## src/rtl/sld_pkg.sv

```systemverilog
// Shared constants and types of the vector slide unit
// Every slide block takes what it needs from here

`default_nettype none

package sld_pkg;

  //////////////////////////////////////////////////
  // Datapath constants
  //////////////////////////////////////////////////

  // Bytes in one lane word, a single 64-bit element
  localparam int unsigned ElenBytes  = 8;
  // Upper bound of a vector length in bytes
  localparam int unsigned MaxVlBytes = 256;

  //////////////////////////////////////////////////
  // Encodings
  //////////////////////////////////////////////////

  // Element width, encoded directly as its byte shift amount
  typedef enum logic [1:0] {
    EW8  = 2'd0,
    EW16 = 2'd1,
    EW32 = 2'd2,
    EW64 = 2'd3
  } vew_e;

  // Slide direction
  typedef enum logic {
    SLD_UP   = 1'b0,
    SLD_DOWN = 1'b1
  } sld_op_e;

  typedef logic [2:0] vid_t;
  typedef logic [4:0] vreg_t;
  // Wide enough to hold MaxVlBytes itself
  typedef logic [$clog2(MaxVlBytes+1)-1:0] vlen_t;
  // Row address into the register file
  typedef logic [7:0] vaddr_t;

  // Queued instruction, lengths already in bytes
  typedef struct packed {
    vid_t    id;
    sld_op_e op;
    vew_e    vew;
    vlen_t   vl_bytes;
    vlen_t   offset_bytes;
    vreg_t   vd;
  } sld_insn_t;

endpackage

`default_nettype wire

```

## src/rtl/sld_spill_reg.sv

```systemverilog
// Two-entry valid/ready register, cuts every combinational path
// Serves as the operand cut and as the result queue of the slide unit

`timescale 1ns/10ps
`default_nettype none

module sld_spill_reg #(
  parameter type T = logic
) (
  input  logic clk_i,
  input  logic rst_ni,
  // Upstream side
  input  logic valid_i,
  output logic ready_o,
  input  T     data_i,
  // Downstream side
  output logic valid_o,
  input  logic ready_i,
  output T     data_o
);

  // Slot A takes new items, slot B keeps the older one while the output stalls
  T     a_data_q;
  T     b_data_q;
  logic a_full_q;
  logic b_full_q;
  logic a_fill;
  logic a_drain;
  logic b_fill;
  logic b_drain;

  assign a_fill  = valid_i && ready_o;
  // A moves on whenever B is free, either out or into B
  assign a_drain = a_full_q && !b_full_q;
  assign b_fill  = a_drain && !ready_i;
  assign b_drain = b_full_q && ready_i;

  always_ff @(posedge clk_i or negedge rst_ni) begin
    if (!rst_ni) begin
      a_full_q <= 1'b0;
      b_full_q <= 1'b0;
    end else begin
      if (a_fill || a_drain) a_full_q <= a_fill;
      if (b_fill || b_drain) b_full_q <= b_fill;
    end
  end

  always_ff @(posedge clk_i) begin
    if (a_fill) a_data_q <= data_i;
    if (b_fill) b_data_q <= a_data_q;
  end

  // B is always the older entry
  assign valid_o = a_full_q || b_full_q;
  assign data_o  = b_full_q ? b_data_q : a_data_q;
  // Only both slots full blocks the input
  assign ready_o = !a_full_q || !b_full_q;

  // A stalled item stays put until it is taken
  a_hold_stable : assert property (@(posedge clk_i) disable iff (!rst_ni)
    valid_o && !ready_i |=> valid_o && $stable(data_o));

endmodule

`default_nettype wire

```

## src/rtl/sld_insn_queue.sv

```systemverilog
// Circular queue of slide instructions between acceptance and commit
// The issue head is handed to the issue stage, slots free on commit

`timescale 1ns/10ps
`default_nettype none

module sld_insn_queue #(
  parameter int unsigned InsnQueueDepth = 2
) (
  input  logic                 clk_i,
  input  logic                 rst_ni,
  // Sequencer requests
  input  logic                 req_valid_i,
  output logic                 req_ready_o,
  input  sld_pkg::vid_t        req_id_i,
  input  sld_pkg::sld_op_e     req_op_i,
  input  sld_pkg::vew_e        req_vew_i,
  input  sld_pkg::vlen_t       req_vl_i,
  input  sld_pkg::vlen_t       req_stride_i,
  input  sld_pkg::vreg_t       req_vd_i,
  // Issue head
  output sld_pkg::sld_insn_t   issue_insn_o,
  output logic                 issue_valid_o,
  input  logic                 issue_done_i,
  // Last row of the commit head granted
  input  logic                 commit_i
);

  import sld_pkg::*;

  localparam int unsigned PtrW = (InsnQueueDepth > 1) ? $clog2(InsnQueueDepth) : 1;
  localparam int unsigned CntW = $clog2(InsnQueueDepth + 1);

  sld_insn_t          mem_q [InsnQueueDepth];
  logic [PtrW-1:0]    accept_pnt_q;
  logic [PtrW-1:0]    issue_pnt_q;
  // Instructions waiting for issue, and those not yet committed
  logic [CntW-1:0]    issue_cnt_q;
  logic [CntW-1:0]    commit_cnt_q;
  logic               accept;

  assign req_ready_o = (commit_cnt_q != CntW'(InsnQueueDepth));
  assign accept      = req_valid_i && req_ready_o;

  // Store with element counts and stride turned into bytes
  always_ff @(posedge clk_i) begin
    if (accept) begin
      mem_q[accept_pnt_q].id           <= req_id_i;
      mem_q[accept_pnt_q].op           <= req_op_i;
      mem_q[accept_pnt_q].vew          <= req_vew_i;
      mem_q[accept_pnt_q].vl_bytes     <= vlen_t'(req_vl_i << req_vew_i);
      mem_q[accept_pnt_q].offset_bytes <= vlen_t'(req_stride_i << req_vew_i);
      mem_q[accept_pnt_q].vd           <= req_vd_i;
    end
  end

  always_ff @(posedge clk_i or negedge rst_ni) begin
    if (!rst_ni) begin
      accept_pnt_q <= '0;
      issue_pnt_q  <= '0;
      issue_cnt_q  <= '0;
      commit_cnt_q <= '0;
    end else begin
      if (accept) begin
        accept_pnt_q <= (accept_pnt_q == PtrW'(InsnQueueDepth - 1)) ? '0 : accept_pnt_q + 1'b1;
      end
      if (issue_done_i) begin
        issue_pnt_q <= (issue_pnt_q == PtrW'(InsnQueueDepth - 1)) ? '0 : issue_pnt_q + 1'b1;
      end
      issue_cnt_q  <= issue_cnt_q + CntW'(accept) - CntW'(issue_done_i);
      commit_cnt_q <= commit_cnt_q + CntW'(accept) - CntW'(commit_i);
    end
  end

  // Head is valid from the cycle after acceptance
  assign issue_valid_o = (issue_cnt_q != '0);
  assign issue_insn_o  = mem_q[issue_pnt_q];

  // Never overfill, and issue never runs ahead of the uncommitted set
  a_no_overfill : assert property (@(posedge clk_i) disable iff (!rst_ni)
    accept |-> (commit_cnt_q < CntW'(InsnQueueDepth)) && (issue_cnt_q <= commit_cnt_q));

  // A commit only follows the issue stage finishing that instruction
  a_commit_after_issue : assert property (@(posedge clk_i) disable iff (!rst_ni)
    commit_i |-> commit_cnt_q > issue_cnt_q);

endmodule

`default_nettype wire

```

## src/rtl/sld_issue.sv

```systemverilog
// Slide issue stage, walks input and output byte pointers over the rows
// Builds one destination row at a time with its byte enables

`timescale 1ns/10ps
`default_nettype none

module sld_issue #(
  parameter int unsigned NrLanes = 4,
  parameter int unsigned RegRows = 8
) (
  input  logic                                         clk_i,
  input  logic                                         rst_ni,
  // Issue head of the instruction queue
  input  sld_pkg::sld_insn_t                           insn_i,
  input  logic                                         insn_valid_i,
  output logic                                         issue_done_o,
  // Source rows
  input  logic [NrLanes*sld_pkg::ElenBytes*8-1:0]      row_i,
  input  logic                                         row_valid_i,
  output logic                                         row_ready_o,
  // Destination rows towards the result queue
  output logic                                         res_valid_o,
  input  logic                                         res_ready_i,
  output sld_pkg::vaddr_t                              res_addr_o,
  output logic [NrLanes*sld_pkg::ElenBytes*8-1:0]      res_wdata_o,
  output logic [NrLanes*sld_pkg::ElenBytes-1:0]        res_be_o,
  output sld_pkg::vid_t                                res_id_o,
  output logic                                         res_last_o
);

  import sld_pkg::*;

  localparam int unsigned RowBytes = NrLanes * ElenBytes;
  localparam int unsigned RowW     = RowBytes * 8;
  localparam int unsigned IdxW     = $clog2(RowBytes);
  // One extra bit so a pointer can reach RowBytes before wrapping
  localparam int unsigned PntW     = IdxW + 1;

  typedef enum logic {
    ST_IDLE,
    ST_RUN
  } state_e;

  state_e                state_q;
  logic [PntW-1:0]       in_pnt_q;
  logic [PntW-1:0]       out_pnt_q;
  vaddr_t                row_pnt_q;
  // Bytes still to be written for this instruction
  vlen_t                 cnt_q;
  // Partially built destination row
  logic [RowW-1:0]       wdata_q;
  logic [RowBytes-1:0]   be_q;

  logic                  start;
  logic                  step_en;
  logic [PntW-1:0]       in_gap;
  logic [PntW-1:0]       out_gap;
  logic [PntW-1:0]       byte_count;
  logic [PntW-1:0]       step;
  logic [PntW-1:0]       in_end;
  logic [PntW-1:0]       out_end;
  logic [PntW-1:0]       wr_end;
  logic                  last;
  logic                  in_wrap;
  logic                  emit;
  logic [IdxW-1:0]       rot;
  logic [2*RowW-1:0]     row_dbl;
  logic [RowW-1:0]       shifted;
  logic [RowBytes-1:0]   en;
  logic [RowW-1:0]       wdata_next;

  assign start   = (state_q == ST_IDLE) && insn_valid_i;
  // One chunk per cycle, stalled as a whole on operand or result back-pressure
  assign step_en = (state_q == ST_RUN) && row_valid_i && res_ready_i;

  //////////////////////////////////////////////////
  // Pointer walk
  //////////////////////////////////////////////////

  assign in_gap     = PntW'(RowBytes) - in_pnt_q;
  assign out_gap    = PntW'(RowBytes) - out_pnt_q;
  assign byte_count = (in_gap < out_gap) ? in_gap : out_gap;
  // Clip the chunk at the end of the vector
  assign last       = (cnt_q <= vlen_t'(byte_count));
  assign step       = last ? PntW'(cnt_q) : byte_count;
  assign in_end     = in_pnt_q + byte_count;
  assign out_end    = out_pnt_q + byte_count;
  assign wr_end     = out_pnt_q + step;
  assign in_wrap    = (in_end == PntW'(RowBytes));
  assign emit       = (out_end == PntW'(RowBytes)) || last;

  //////////////////////////////////////////////////
  // Byte shifter and enables
  //////////////////////////////////////////////////

  // Rotate left by out minus in, so input byte in_pnt lands on out_pnt
  assign rot     = IdxW'(out_pnt_q - in_pnt_q);
  assign row_dbl = {row_i, row_i} >> (8 * (RowBytes - rot));
  assign shifted = row_dbl[RowW-1:0];

  always_comb begin
    for (int unsigned b = 0; b < RowBytes; b++) begin
      en[b] = (PntW'(b) >= out_pnt_q) && (PntW'(b) < wr_end);
      wdata_next[8*b +: 8] = en[b] ? shifted[8*b +: 8] : wdata_q[8*b +: 8];
    end
  end

  //////////////////////////////////////////////////
  // Control state
  //////////////////////////////////////////////////

  always_ff @(posedge clk_i or negedge rst_ni) begin
    if (!rst_ni) begin
      state_q   <= ST_IDLE;
      in_pnt_q  <= '0;
      out_pnt_q <= '0;
      row_pnt_q <= '0;
      cnt_q     <= '0;
      be_q      <= '0;
    end else if (start) begin
      state_q <= ST_RUN;
      be_q    <= '0;
      if (insn_i.op == SLD_UP) begin
        // Read from the source start, write from the offset on
        in_pnt_q  <= '0;
        out_pnt_q <= PntW'(insn_i.offset_bytes[IdxW-1:0]);
        row_pnt_q <= vaddr_t'(insn_i.offset_bytes >> IdxW);
        cnt_q     <= insn_i.vl_bytes - insn_i.offset_bytes;
      end else begin
        // Skip the offset in the source, write from byte 0
        in_pnt_q  <= PntW'(insn_i.offset_bytes[IdxW-1:0]);
        out_pnt_q <= '0;
        row_pnt_q <= '0;
        cnt_q     <= insn_i.vl_bytes;
      end
    end else if (step_en) begin
      cnt_q    <= cnt_q - vlen_t'(step);
      in_pnt_q <= (in_wrap || last) ? '0 : in_end;
      if (emit) begin
        out_pnt_q <= '0;
        row_pnt_q <= row_pnt_q + 1'b1;
        be_q      <= '0;
      end else begin
        out_pnt_q <= out_end;
        be_q      <= be_q | en;
      end
      if (last) state_q <= ST_IDLE;
    end
  end

  always_ff @(posedge clk_i) begin
    if (start || (step_en && emit)) begin
      wdata_q <= '0;
    end else if (step_en) begin
      wdata_q <= wdata_next;
    end
  end

  // Input row is done once fully read, or the instruction ends
  assign row_ready_o  = step_en && (in_wrap || last);
  assign issue_done_o = step_en && last;

  assign res_valid_o = step_en && emit;
  assign res_addr_o  = vaddr_t'(insn_i.vd * RegRows) + row_pnt_q;
  assign res_wdata_o = wdata_next;
  assign res_be_o    = be_q | en;
  assign res_id_o    = insn_i.id;
  assign res_last_o  = last;

  // Both pointers stay inside one row for the whole walk
  a_pnt_in_row : assert property (@(posedge clk_i) disable iff (!rst_ni)
    state_q == ST_RUN |-> (in_pnt_q < PntW'(RowBytes)) && (out_pnt_q < PntW'(RowBytes)));

endmodule

`default_nettype wire

```

## src/rtl/sld_unit.sv

```systemverilog
// Top level of the slide unit for vslideup and vslidedown
// Queue, operand cut, issue stage and result queue, plus the done pulse

`timescale 1ns/10ps
`default_nettype none

module sld_unit #(
  parameter  int unsigned NrLanes        = 4,
  parameter  int unsigned RegRows        = 8,
  parameter  int unsigned InsnQueueDepth = 2,
  localparam int unsigned RowBytes       = NrLanes * sld_pkg::ElenBytes
) (
  input  logic                    clk_i,
  input  logic                    rst_ni,
  // Sequencer side
  input  logic                    req_valid_i,
  output logic                    req_ready_o,
  input  sld_pkg::vid_t           req_id_i,
  input  sld_pkg::sld_op_e        req_op_i,
  input  sld_pkg::vew_e           req_vew_i,
  input  sld_pkg::vlen_t          req_vl_i,
  input  sld_pkg::vlen_t          req_stride_i,
  input  sld_pkg::vreg_t          req_vd_i,
  // Operand rows
  input  logic [RowBytes*8-1:0]   operand_i,
  input  logic                    operand_valid_i,
  output logic                    operand_ready_o,
  // Register file writes
  output logic                    result_req_o,
  output sld_pkg::vaddr_t         result_addr_o,
  output logic [RowBytes*8-1:0]   result_wdata_o,
  output logic [RowBytes-1:0]     result_be_o,
  input  logic                    result_gnt_i,
  // Completion
  output logic                    done_o,
  output sld_pkg::vid_t           done_id_o
);

  import sld_pkg::*;

  typedef logic [RowBytes*8-1:0] row_t;

  // Destination row as held in the result queue
  typedef struct packed {
    vaddr_t                addr;
    row_t                  wdata;
    logic [RowBytes-1:0]   be;
    vid_t                  id;
    logic                  last;
  } payload_t;

  sld_insn_t  issue_insn;
  logic       issue_valid;
  logic       issue_done;
  row_t       row;
  logic       row_valid;
  logic       row_ready;
  logic       res_valid;
  logic       res_ready;
  payload_t   res_payload;
  payload_t   out_payload;
  logic       commit_q;
  vid_t       done_id_q;

  sld_insn_queue #(
    .InsnQueueDepth (InsnQueueDepth)
  ) u_insn_queue (
    .clk_i         (clk_i),
    .rst_ni        (rst_ni),
    .req_valid_i   (req_valid_i),
    .req_ready_o   (req_ready_o),
    .req_id_i      (req_id_i),
    .req_op_i      (req_op_i),
    .req_vew_i     (req_vew_i),
    .req_vl_i      (req_vl_i),
    .req_stride_i  (req_stride_i),
    .req_vd_i      (req_vd_i),
    .issue_insn_o  (issue_insn),
    .issue_valid_o (issue_valid),
    .issue_done_i  (issue_done),
    .commit_i      (commit_q)
  );

  sld_spill_reg #(
    .T (row_t)
  ) u_operand_reg (
    .clk_i   (clk_i),
    .rst_ni  (rst_ni),
    .valid_i (operand_valid_i),
    .ready_o (operand_ready_o),
    .data_i  (operand_i),
    .valid_o (row_valid),
    .ready_i (row_ready),
    .data_o  (row)
  );

  sld_issue #(
    .NrLanes (NrLanes),
    .RegRows (RegRows)
  ) u_issue (
    .clk_i        (clk_i),
    .rst_ni       (rst_ni),
    .insn_i       (issue_insn),
    .insn_valid_i (issue_valid),
    .issue_done_o (issue_done),
    .row_i        (row),
    .row_valid_i  (row_valid),
    .row_ready_o  (row_ready),
    .res_valid_o  (res_valid),
    .res_ready_i  (res_ready),
    .res_addr_o   (res_payload.addr),
    .res_wdata_o  (res_payload.wdata),
    .res_be_o     (res_payload.be),
    .res_id_o     (res_payload.id),
    .res_last_o   (res_payload.last)
  );

  sld_spill_reg #(
    .T (payload_t)
  ) u_result_queue (
    .clk_i   (clk_i),
    .rst_ni  (rst_ni),
    .valid_i (res_valid),
    .ready_o (res_ready),
    .data_i  (res_payload),
    .valid_o (result_req_o),
    .ready_i (result_gnt_i),
    .data_o  (out_payload)
  );

  assign result_addr_o  = out_payload.addr;
  assign result_wdata_o = out_payload.wdata;
  assign result_be_o    = out_payload.be;

  //////////////////////////////////////////////////
  // Commit and done pulse
  //////////////////////////////////////////////////

  // Granted last row retires the commit head one cycle later
  always_ff @(posedge clk_i or negedge rst_ni) begin
    if (!rst_ni) begin
      commit_q <= 1'b0;
    end else begin
      commit_q <= result_req_o && result_gnt_i && out_payload.last;
    end
  end

  always_ff @(posedge clk_i) begin
    done_id_q <= out_payload.id;
  end

  assign done_o    = commit_q;
  assign done_id_o = done_id_q;

endmodule

`default_nettype wire

```

## config.mk

```make
export PLATFORM = sky130hd
export DESIGN_NAME = sld_unit
export DESIGN_NICKNAME = d
export VERILOG_FILES = /design/src/rtl/sld_pkg.sv /design/src/rtl/sld_spill_reg.sv /design/src/rtl/sld_insn_queue.sv /design/src/rtl/sld_issue.sv /design/src/rtl/sld_unit.sv
export SDC_FILE = /design/constraint.sdc
export NUM_CORES = 2
export LEC_CHECK = 0
export ABC_AREA = 0
export BUFFER_PORTS_ARGS = -buffer_cell sky130_fd_sc_hd__buf_2
export CAP_MARGIN = 15
export CORE_MARGIN = 4
export CORE_UTILIZATION = 50
export DETAILED_ROUTE_END_ITERATION = 10
export PLACE_DENSITY_LB_ADDON = 0.1
export SYNTH_ARGS = -nofsm -noshare
export SYNTH_HDL_FRONTEND = slang
export SYNTH_SLANG_ARGS = --single-unit
export TNS_END_PERCENT = 10
```

## constraint.sdc

```tcl
create_clock -name clk_i -period 22.2 [get_ports clk_i]
set_input_delay 1.11 -clock clk_i [delete_from_list [all_inputs] [get_ports clk_i]]
set_output_delay 1.11 -clock clk_i [all_outputs]
set_load 0.02 [all_outputs]
```

## Word-level counts from Yosys, hierarchy flattened

Memories as Yosys holds them, arrays and structs flattened.
Index checks and enable logic that the tools add are counted.

- Add/sub/neg operators: 17
- Magnitude comparators: 66
- Equality and inequality tests: 3
- Shift operators: 3
- Mux-type cells: 61
- Bitwise logic cells: 2
- Reduce and logical (&&, ||, !) cells: 72

Operator list:

| cell | count |
|---|---|
| $shr 512x32->256 | 1 |
| $mux 300 | 1 |
| $mux 8 | 35 |
| $mux 256 | 1 |
| $ge 5x6->1 const A | 16 |
| $lt 5x6->1 const A | 16 |
| $mux 32 | 3 |
| $logic_and 1x1->1 | 49 |
| $ge 4x6->1 const A | 8 |
| $lt 4x6->1 const A | 8 |
| $mux 6 | 8 |
| $or 32x32->32 | 1 |
| $mux 9 | 3 |
| $ge 3x6->1 const A | 4 |
| $lt 3x6->1 const A | 4 |
| $add 6x6->6 | 3 |
| $shl 9x2->9 | 2 |
| $eq 6x6->1 const B | 2 |
| $ge 1x6->1 const A | 2 |
| $ge 2x6->1 const A | 2 |
| $lt 1x6->1 const A | 2 |
| $lt 2x6->1 const A | 2 |
| $sub 6x6->6 const A | 2 |
| $logic_or 1x1->1 | 11 |
| 19 further kinds | 38 |

- Flip-flop bits (word level): 1444
- Memory bits (writable): 58
- Bits of input ports: 290
- Memories: 1

Memories:

| memory | depth | bits a word | rd ports | clocked after memory_dff | wr ports | RTL line | text |
|---|---|---|---|---|---|---|---|
| u_insn_queue.mem_q | 2 | 29 | 1 | 0 | 1 | sld_insn_queue.sv:34 | `sld_insn_t mem_q [InsnQueueDepth];` |

## Logic depth before layout (Yosys ltp)

- Depth in word-level cells: 12
- Depth in mapped cells: 35

## By module

Synthesis repeated with hierarchy kept, for this count alone.

- Cell total of the unflattened synthesis: 6020
- Area, all modules: 79582.6 um^2

By module, submodules not included:

| module | times used | cells each | area each (um^2) | seq. area each (um^2) |
|---|---|---|---|---|
| sld_issue | 1 | 4122 | 34733.3 | 6676.4 |
| sld_spill_reg at u_result_queue | 1 | 942 | 22711.8 | 18067.3 |
| sld_spill_reg at u_operand_reg | 1 | 805 | 19279.7 | 15424.8 |
| sld_insn_queue | 1 | 146 | 2766.4 | 1891.8 |
| sld_unit | 1 | 5 | 91.3 | 85.1 |

## Worst setup path after synthesis

Ideal clock, no wire load.

- Path type: reg2reg
- Start: reg u_result_queue.b_full_q
- End: reg u_result_queue.b_data_q[0] (netlist name), enable pin
- Library setup time: 1.391 ns
- Arrival time: 22.629 ns
- Slack: -1.819 ns
- Stages on the path, launching flop included: 5
- Path buffers: 3
- Path through: dfrtp_1 clkbuf_1 clkbuf_1 clkbuf_1 nor3b_1

- Word-level cells in the longest chain between the ends: 3

Ends and longest elaborated chain:

| item | RTL line | text |
|---|---|---|
| start, declared | sld_spill_reg.sv:26 | `logic b_full_q;` |
| start signal, assigned | sld_spill_reg.sv:44 | `if (b_fill \|\| b_drain) b_full_q <= b_fill;` |
| $logic_not 1->1 | sld_spill_reg.sv:34 | `assign a_drain = a_full_q && !b_full_q;` |
| $logic_and 1x1->1 | sld_spill_reg.sv:34 |  |
| $logic_and 1x1->1 | sld_spill_reg.sv:35 | `assign b_fill = a_drain && !ready_i;` |
| net u_result_queue.b_fill | sld_spill_reg.sv:29 | `logic b_fill;` |
| end signal, assigned | sld_spill_reg.sv:50 | `if (b_fill) b_data_q <= a_data_q;` |
| end, declared | sld_spill_reg.sv:24 | `T b_data_q;` |

The timed path passes the listed nets, and every way through them passes these cells.
A chain may end at the register's enable or synchronous reset.

## Worst setup path after layout

- Start: reg u_issue.out_pnt_q[1]
- End: reg u_issue.wdata_q[79]

- Word-level cells in the longest chain between the ends: 9
- Elaborated cells between the ends (all ways): 18
- Classes of those cells: add/sub (5); order compare (4); eq/ne (1); shift (1); mux (3); reduce/logical (4)

Ends and longest elaborated chain:

| item | RTL line | text |
|---|---|---|
| start, declared | sld_issue.sv:46 | `logic [PntW-1:0] out_pnt_q;` |
| start signal, assigned | sld_issue.sv:126 | `out_pnt_q <= PntW'(insn_i.offset_bytes[IdxW-1:0]);` |
| start signal, assigned | sld_issue.sv:144 | `out_pnt_q <= out_end;` |
| $sub 6x6->6 | sld_issue.sv:81 | `assign out_gap = PntW'(RowBytes) - out_pnt_q;` |
| $lt 6x6->1 | sld_issue.sv:82 | `assign byte_count = (in_gap < out_gap) ? in_gap : out_gap;` |
| $mux 6 | sld_issue.sv:82 |  |
| $le 9x6->1 | sld_issue.sv:84 | `assign last = (cnt_q <= vlen_t'(byte_count));` |
| $mux 6 | sld_issue.sv:85 | `assign step = last ? PntW'(cnt_q) : byte_count;` |
| $add 6x6->6 | sld_issue.sv:88 | `assign wr_end = out_pnt_q + step;` |
| $lt 4x6->1 | sld_issue.sv:103 | `en[b] = (PntW'(b) >= out_pnt_q) && (PntW'(b) < wr_end);` |
| $logic_and 1x1->1 | sld_issue.sv:103 |  |
| $mux 8 | sld_issue.sv:104 | `wdata_next[8*b +: 8] = en[b] ? shifted[8*b +: 8] : wdata_q[8*b +: 8];` |
| end signal, assigned | sld_issue.sv:155 | `wdata_q <= wdata_next;` |
| end, declared | sld_issue.sv:51 | `logic [RowW-1:0] wdata_q;` |

Several ways; a longest one is shown, not always the timed one.

==> impl_metrics.env <==
export IMPL_setup_viol=0
export IMPL_die_x_um=404
export IMPL_cts_sinks=1498
export IMPL_hold_ws_ns=0.275
export IMPL_grt_pass1_vias=52300
export IMPL_die_area_um2=163000
export IMPL_finalCriticalPeriod_ns=8.80
export IMPL_start_util=0.503
export IMPL_ios=593
export IMPL_grt_overflow=0
export IMPL_cp_common_cell="ha_1"
export IMPL_async_flop_share=0.0487
export IMPL_wirelength_um=277000
export IMPL_cts_hold_buf=0
export IMPL_ys_ff_latch=1498
export IMPL_finalCritPeriodShare=0.397
export IMPL_numCtsBuffers=159
export IMPL_grt_pass1_wl_um=389000
export IMPL_crit_path_max_incr_delay_ns=0.91
export IMPL_post_cts_repair_setup_buffers=0
export IMPL_rsz0062_at_grt="no"
export IMPL_synth_edf_count=1166
export IMPL_grtUsageTotal=0.332
export IMPL_synth_cell_type_count=99
export IMPL_grt_max_degree=178
export IMPL_clk_pin_slew_ns=0.06
export IMPL_max_slew_worst_pin_slew_ns=1.38
export IMPL_route_detailed_drc=0
export IMPL_hold_viol=0
export IMPL_dr_pass1_iters=9
export IMPL_fp_row_count=145
export IMPL_ys_warn_count=0
export IMPL_slowest_stage="a221oi_4"
export IMPL_skew_ns=0.0398
export IMPL_clock_latency_ns=0.83
export IMPL_hold_path_class="input port to async pin"
export IMPL_num_fill_cells=13200
export IMPL_syn_area_um2=78400
export IMPL_timing_fmax_ghz=0.114
export IMPL_synth_fp_nets=7133
export IMPL_core_area_um2=156000
export IMPL_cap_violations=0
export IMPL_layout_area_overhead_vs_synth_pct=9.81
export IMPL_vias_per_cell=6.32
export IMPL_syn_area_per_cell_um2=11.6
export IMPL_portBuffers=592
export IMPL_syn_inst=6777
export IMPL_cts_root_buf="clkbuf_16"
export IMPL_finalMaxSlewViolations=0
export IMPL_dp_hpwl_um=208000
export IMPL_arrival_ns=9.50
export IMPL_drive_above_1_share=0.244
export IMPL_via_count=57400
export IMPL_tritoncts="built"
export IMPL_regToRegStartpoint="u_issue.out_pnt_q[1]$_DFFE_PN0P_"
export IMPL_place_gp_congestion=1.00
export IMPL_maxSlewHeadroom=0.0825
export IMPL_crit_path_max_fanout=19
export IMPL_nNetsFinal=7230
export IMPL_cp_end_kind="register"
export IMPL_critical_path_class="register to register"
export IMPL_status="complete, no violations"
export IMPL_start_kind="register"
export IMPL_antenna_left=0
export IMPL_cts_buffer_depth=3
export IMPL_cts_resized=0
export IMPL_cts_max_level=4
export IMPL_wl_per_cell_um=30.5
export IMPL_synth_ff_type="edfxtp_1"
export IMPL_crit_start="u_issue.out_pnt_q[1]$_DFFE_PN0P_"
export IMPL_drt_initial_drc_count=7759
export IMPL_fp_dieH_um=404
export IMPL_crit_required_ns=22.89
export IMPL_ys_seq_area_frac=0.536
export IMPL_antenna_found_initial=25
-- layout by cell type, fill, tap and decap left out, drive strengths merged, types with 45 or more instances in the layout --
master and n:
clkbuf 220, nor2 503, dfxtp 259, nor3 80, o21ai 516, a21oi 420, and2 45, inv 74
nand3 230, nand2 878, mux2i 273, o22ai 134, mux2 369, buf 716, ha 59, mux4 272
clkinv 61, a22oi 84, edfxtp 1166, dfrtp 73, a211oi 82
-- worst max-delay path, delay by kind of cell (launching register included) --
kind,cells,cell delay (ns)
xor gates and xnor gates,2,0.45
adders and majority gates,4,1.25
and+or+nand+nor,7,1.59
DFF,1,0.62
AOI/OAI and AO/OA,11,4.24
buffers and inverters,4,0.52
-- flip-flops by register name (all words and copies together), names as in the netlist, 2 cells and up --
| signal | cells |
|---|---|
| u_issue.in_pnt_q | 6 |
| done_id_o | 3 |
| u_issue.cnt_q | 9 |
| u_insn_queue.mem_q | 54 |
| u_result_queue.a_data_q | 300 |
| u_result_queue.b_data_q | 300 |
| u_insn_queue.commit_cnt_q | 2 |
| u_issue.row_pnt_q | 8 |
| u_issue.wdata_q | 256 |
| u_issue.be_q | 32 |
| u_operand_reg.b_data_q | 256 |
| u_insn_queue.issue_cnt_q | 2 |
| u_operand_reg.a_data_q | 256 |
| u_issue.out_pnt_q | 6 |
-- cells in the mapped netlist, types with 9 or more instances --
master     number  area (um^2)
a21oi_2         9         78.8
mux2_2        369         4160
o221ai_1       28          245
or2_2          35          219
buf_4         318         2390
a31oi_1        18          113
and2_1         44          275
dfrtp_1        73         1830
o211ai_1       14          105
nand2b_1       25          156
nor3_1         75          375
mux2i_1       273         2730
buf_6          10          113
a22o_1         10         87.6
inv_1          66          248
o21a_1         17          128
mux4_2        272         6130
and3_1         14         87.6
nor3b_1        10         75.1
o2bb2ai_1      32          280
buf_1          74          278
nand2_1       877         3290
a211o_1        10         87.6
buf_2         109          546
a21oi_1       410         2050
o211a_1        16          160
a211oi_1       78          586
ha_1           59          738
nor2b_1        20          125
clkbuf_1      269         1010
or3_1          31          194
a22oi_1        84          631
edfxtp_1     1166        35000
o21ai_1        14         70.1
xor2_1         17          149
xnor2_1        41          359
a221oi_1       15          131
nor2_1        499         1870
dfxtp_1       259         5180
nand3_1       230         1150
o22ai_1       134          838
o21ai_0       500         2500
a21o_1         37          278
-- final cells by class --
type	instances	area (um^2)	area share
Clock buffer	219	4330	0.0502
Tap cell	2058	2570	0.0299
Clock inverter	77	890	0.0103
Antenna cell	17	42.5	0.000494
Multi-Input combinational cell	4429	32000	0.372
Sequential cell	1498	42000	0.488
Inverter	69	267	0.00309
Timing Repair Buffer	717	3990	0.0463
-- logic make-up after synthesis --
logic type | count (synthesis) | share of synthesized area
AND/OR/NAND/NOR | 1896 | 0.104
buffers and inverters | 850 | 0.0586
AO/OA/AOI/OAI | 1491 | 0.117
adder cells (fa/ha/maj) | 66 | 0.0112
XOR/XNOR | 62 | 0.00764
flip-flops | 1498 | 0.536
multiplexers | 914 | 0.166
-- per-layer routing --
metal / global-route usage / up-vias / wire, um
li1: - / 25200 / -
met1: 0.483 / 28700 / 119000
met2: 0.480 / 3035 / 119000
met3: 0.0704 / 480 / 25000
met4: 0.147 / 16 / 14100
met5: 0 / - / 111
-- metrics by stage --
stage / instance area, um^2 / setup WS (ns) / instances / TNS (ns) / util
after floorplan: 78400 / -1.52 / 6777 / -390.26 / -
after detailed placement: 80800 / 13.43 / 8765 / 0 / 0.518
final: 86100 / 13.40 / 9084 / 0 / 0.552
after CTS: 86000 / 13.36 / 9061 / 0 / 0.551
after global placement: 80800 / 13.42 / 8763 / 0 / 0.518
after global routing: 86100 / 12.66 / 9067 / 0 / 0.552
-- path summary, 6_finish.rpt --
check | slack, ns | to | cells after the start
worst min register to register | 0.44 | u_result_queue.b_data_q[242]$_DFFE_PP_ | 0
worst max-delay path | 13.40 | u_issue.wdata_q[79]$_SDFFE_PP0P_ | 28
max in group asynchronous | 20.68 | u_issue.be_q[8]$_DFFE_PN0P_ | 2
worst min-delay path | 0.27 | u_operand_reg.a_full_q$_DFFE_PN0P_ | 1
worst max register to register | 13.40 | u_issue.wdata_q[79]$_SDFFE_PP0P_ | 28
min in group clk_i | 0.44 | u_result_queue.b_data_q[242]$_DFFE_PP_ | 0
Power is left out: the tool's default activity adds up to more than one toggle a clock period on the data nets, which glitch-free logic cannot reach.
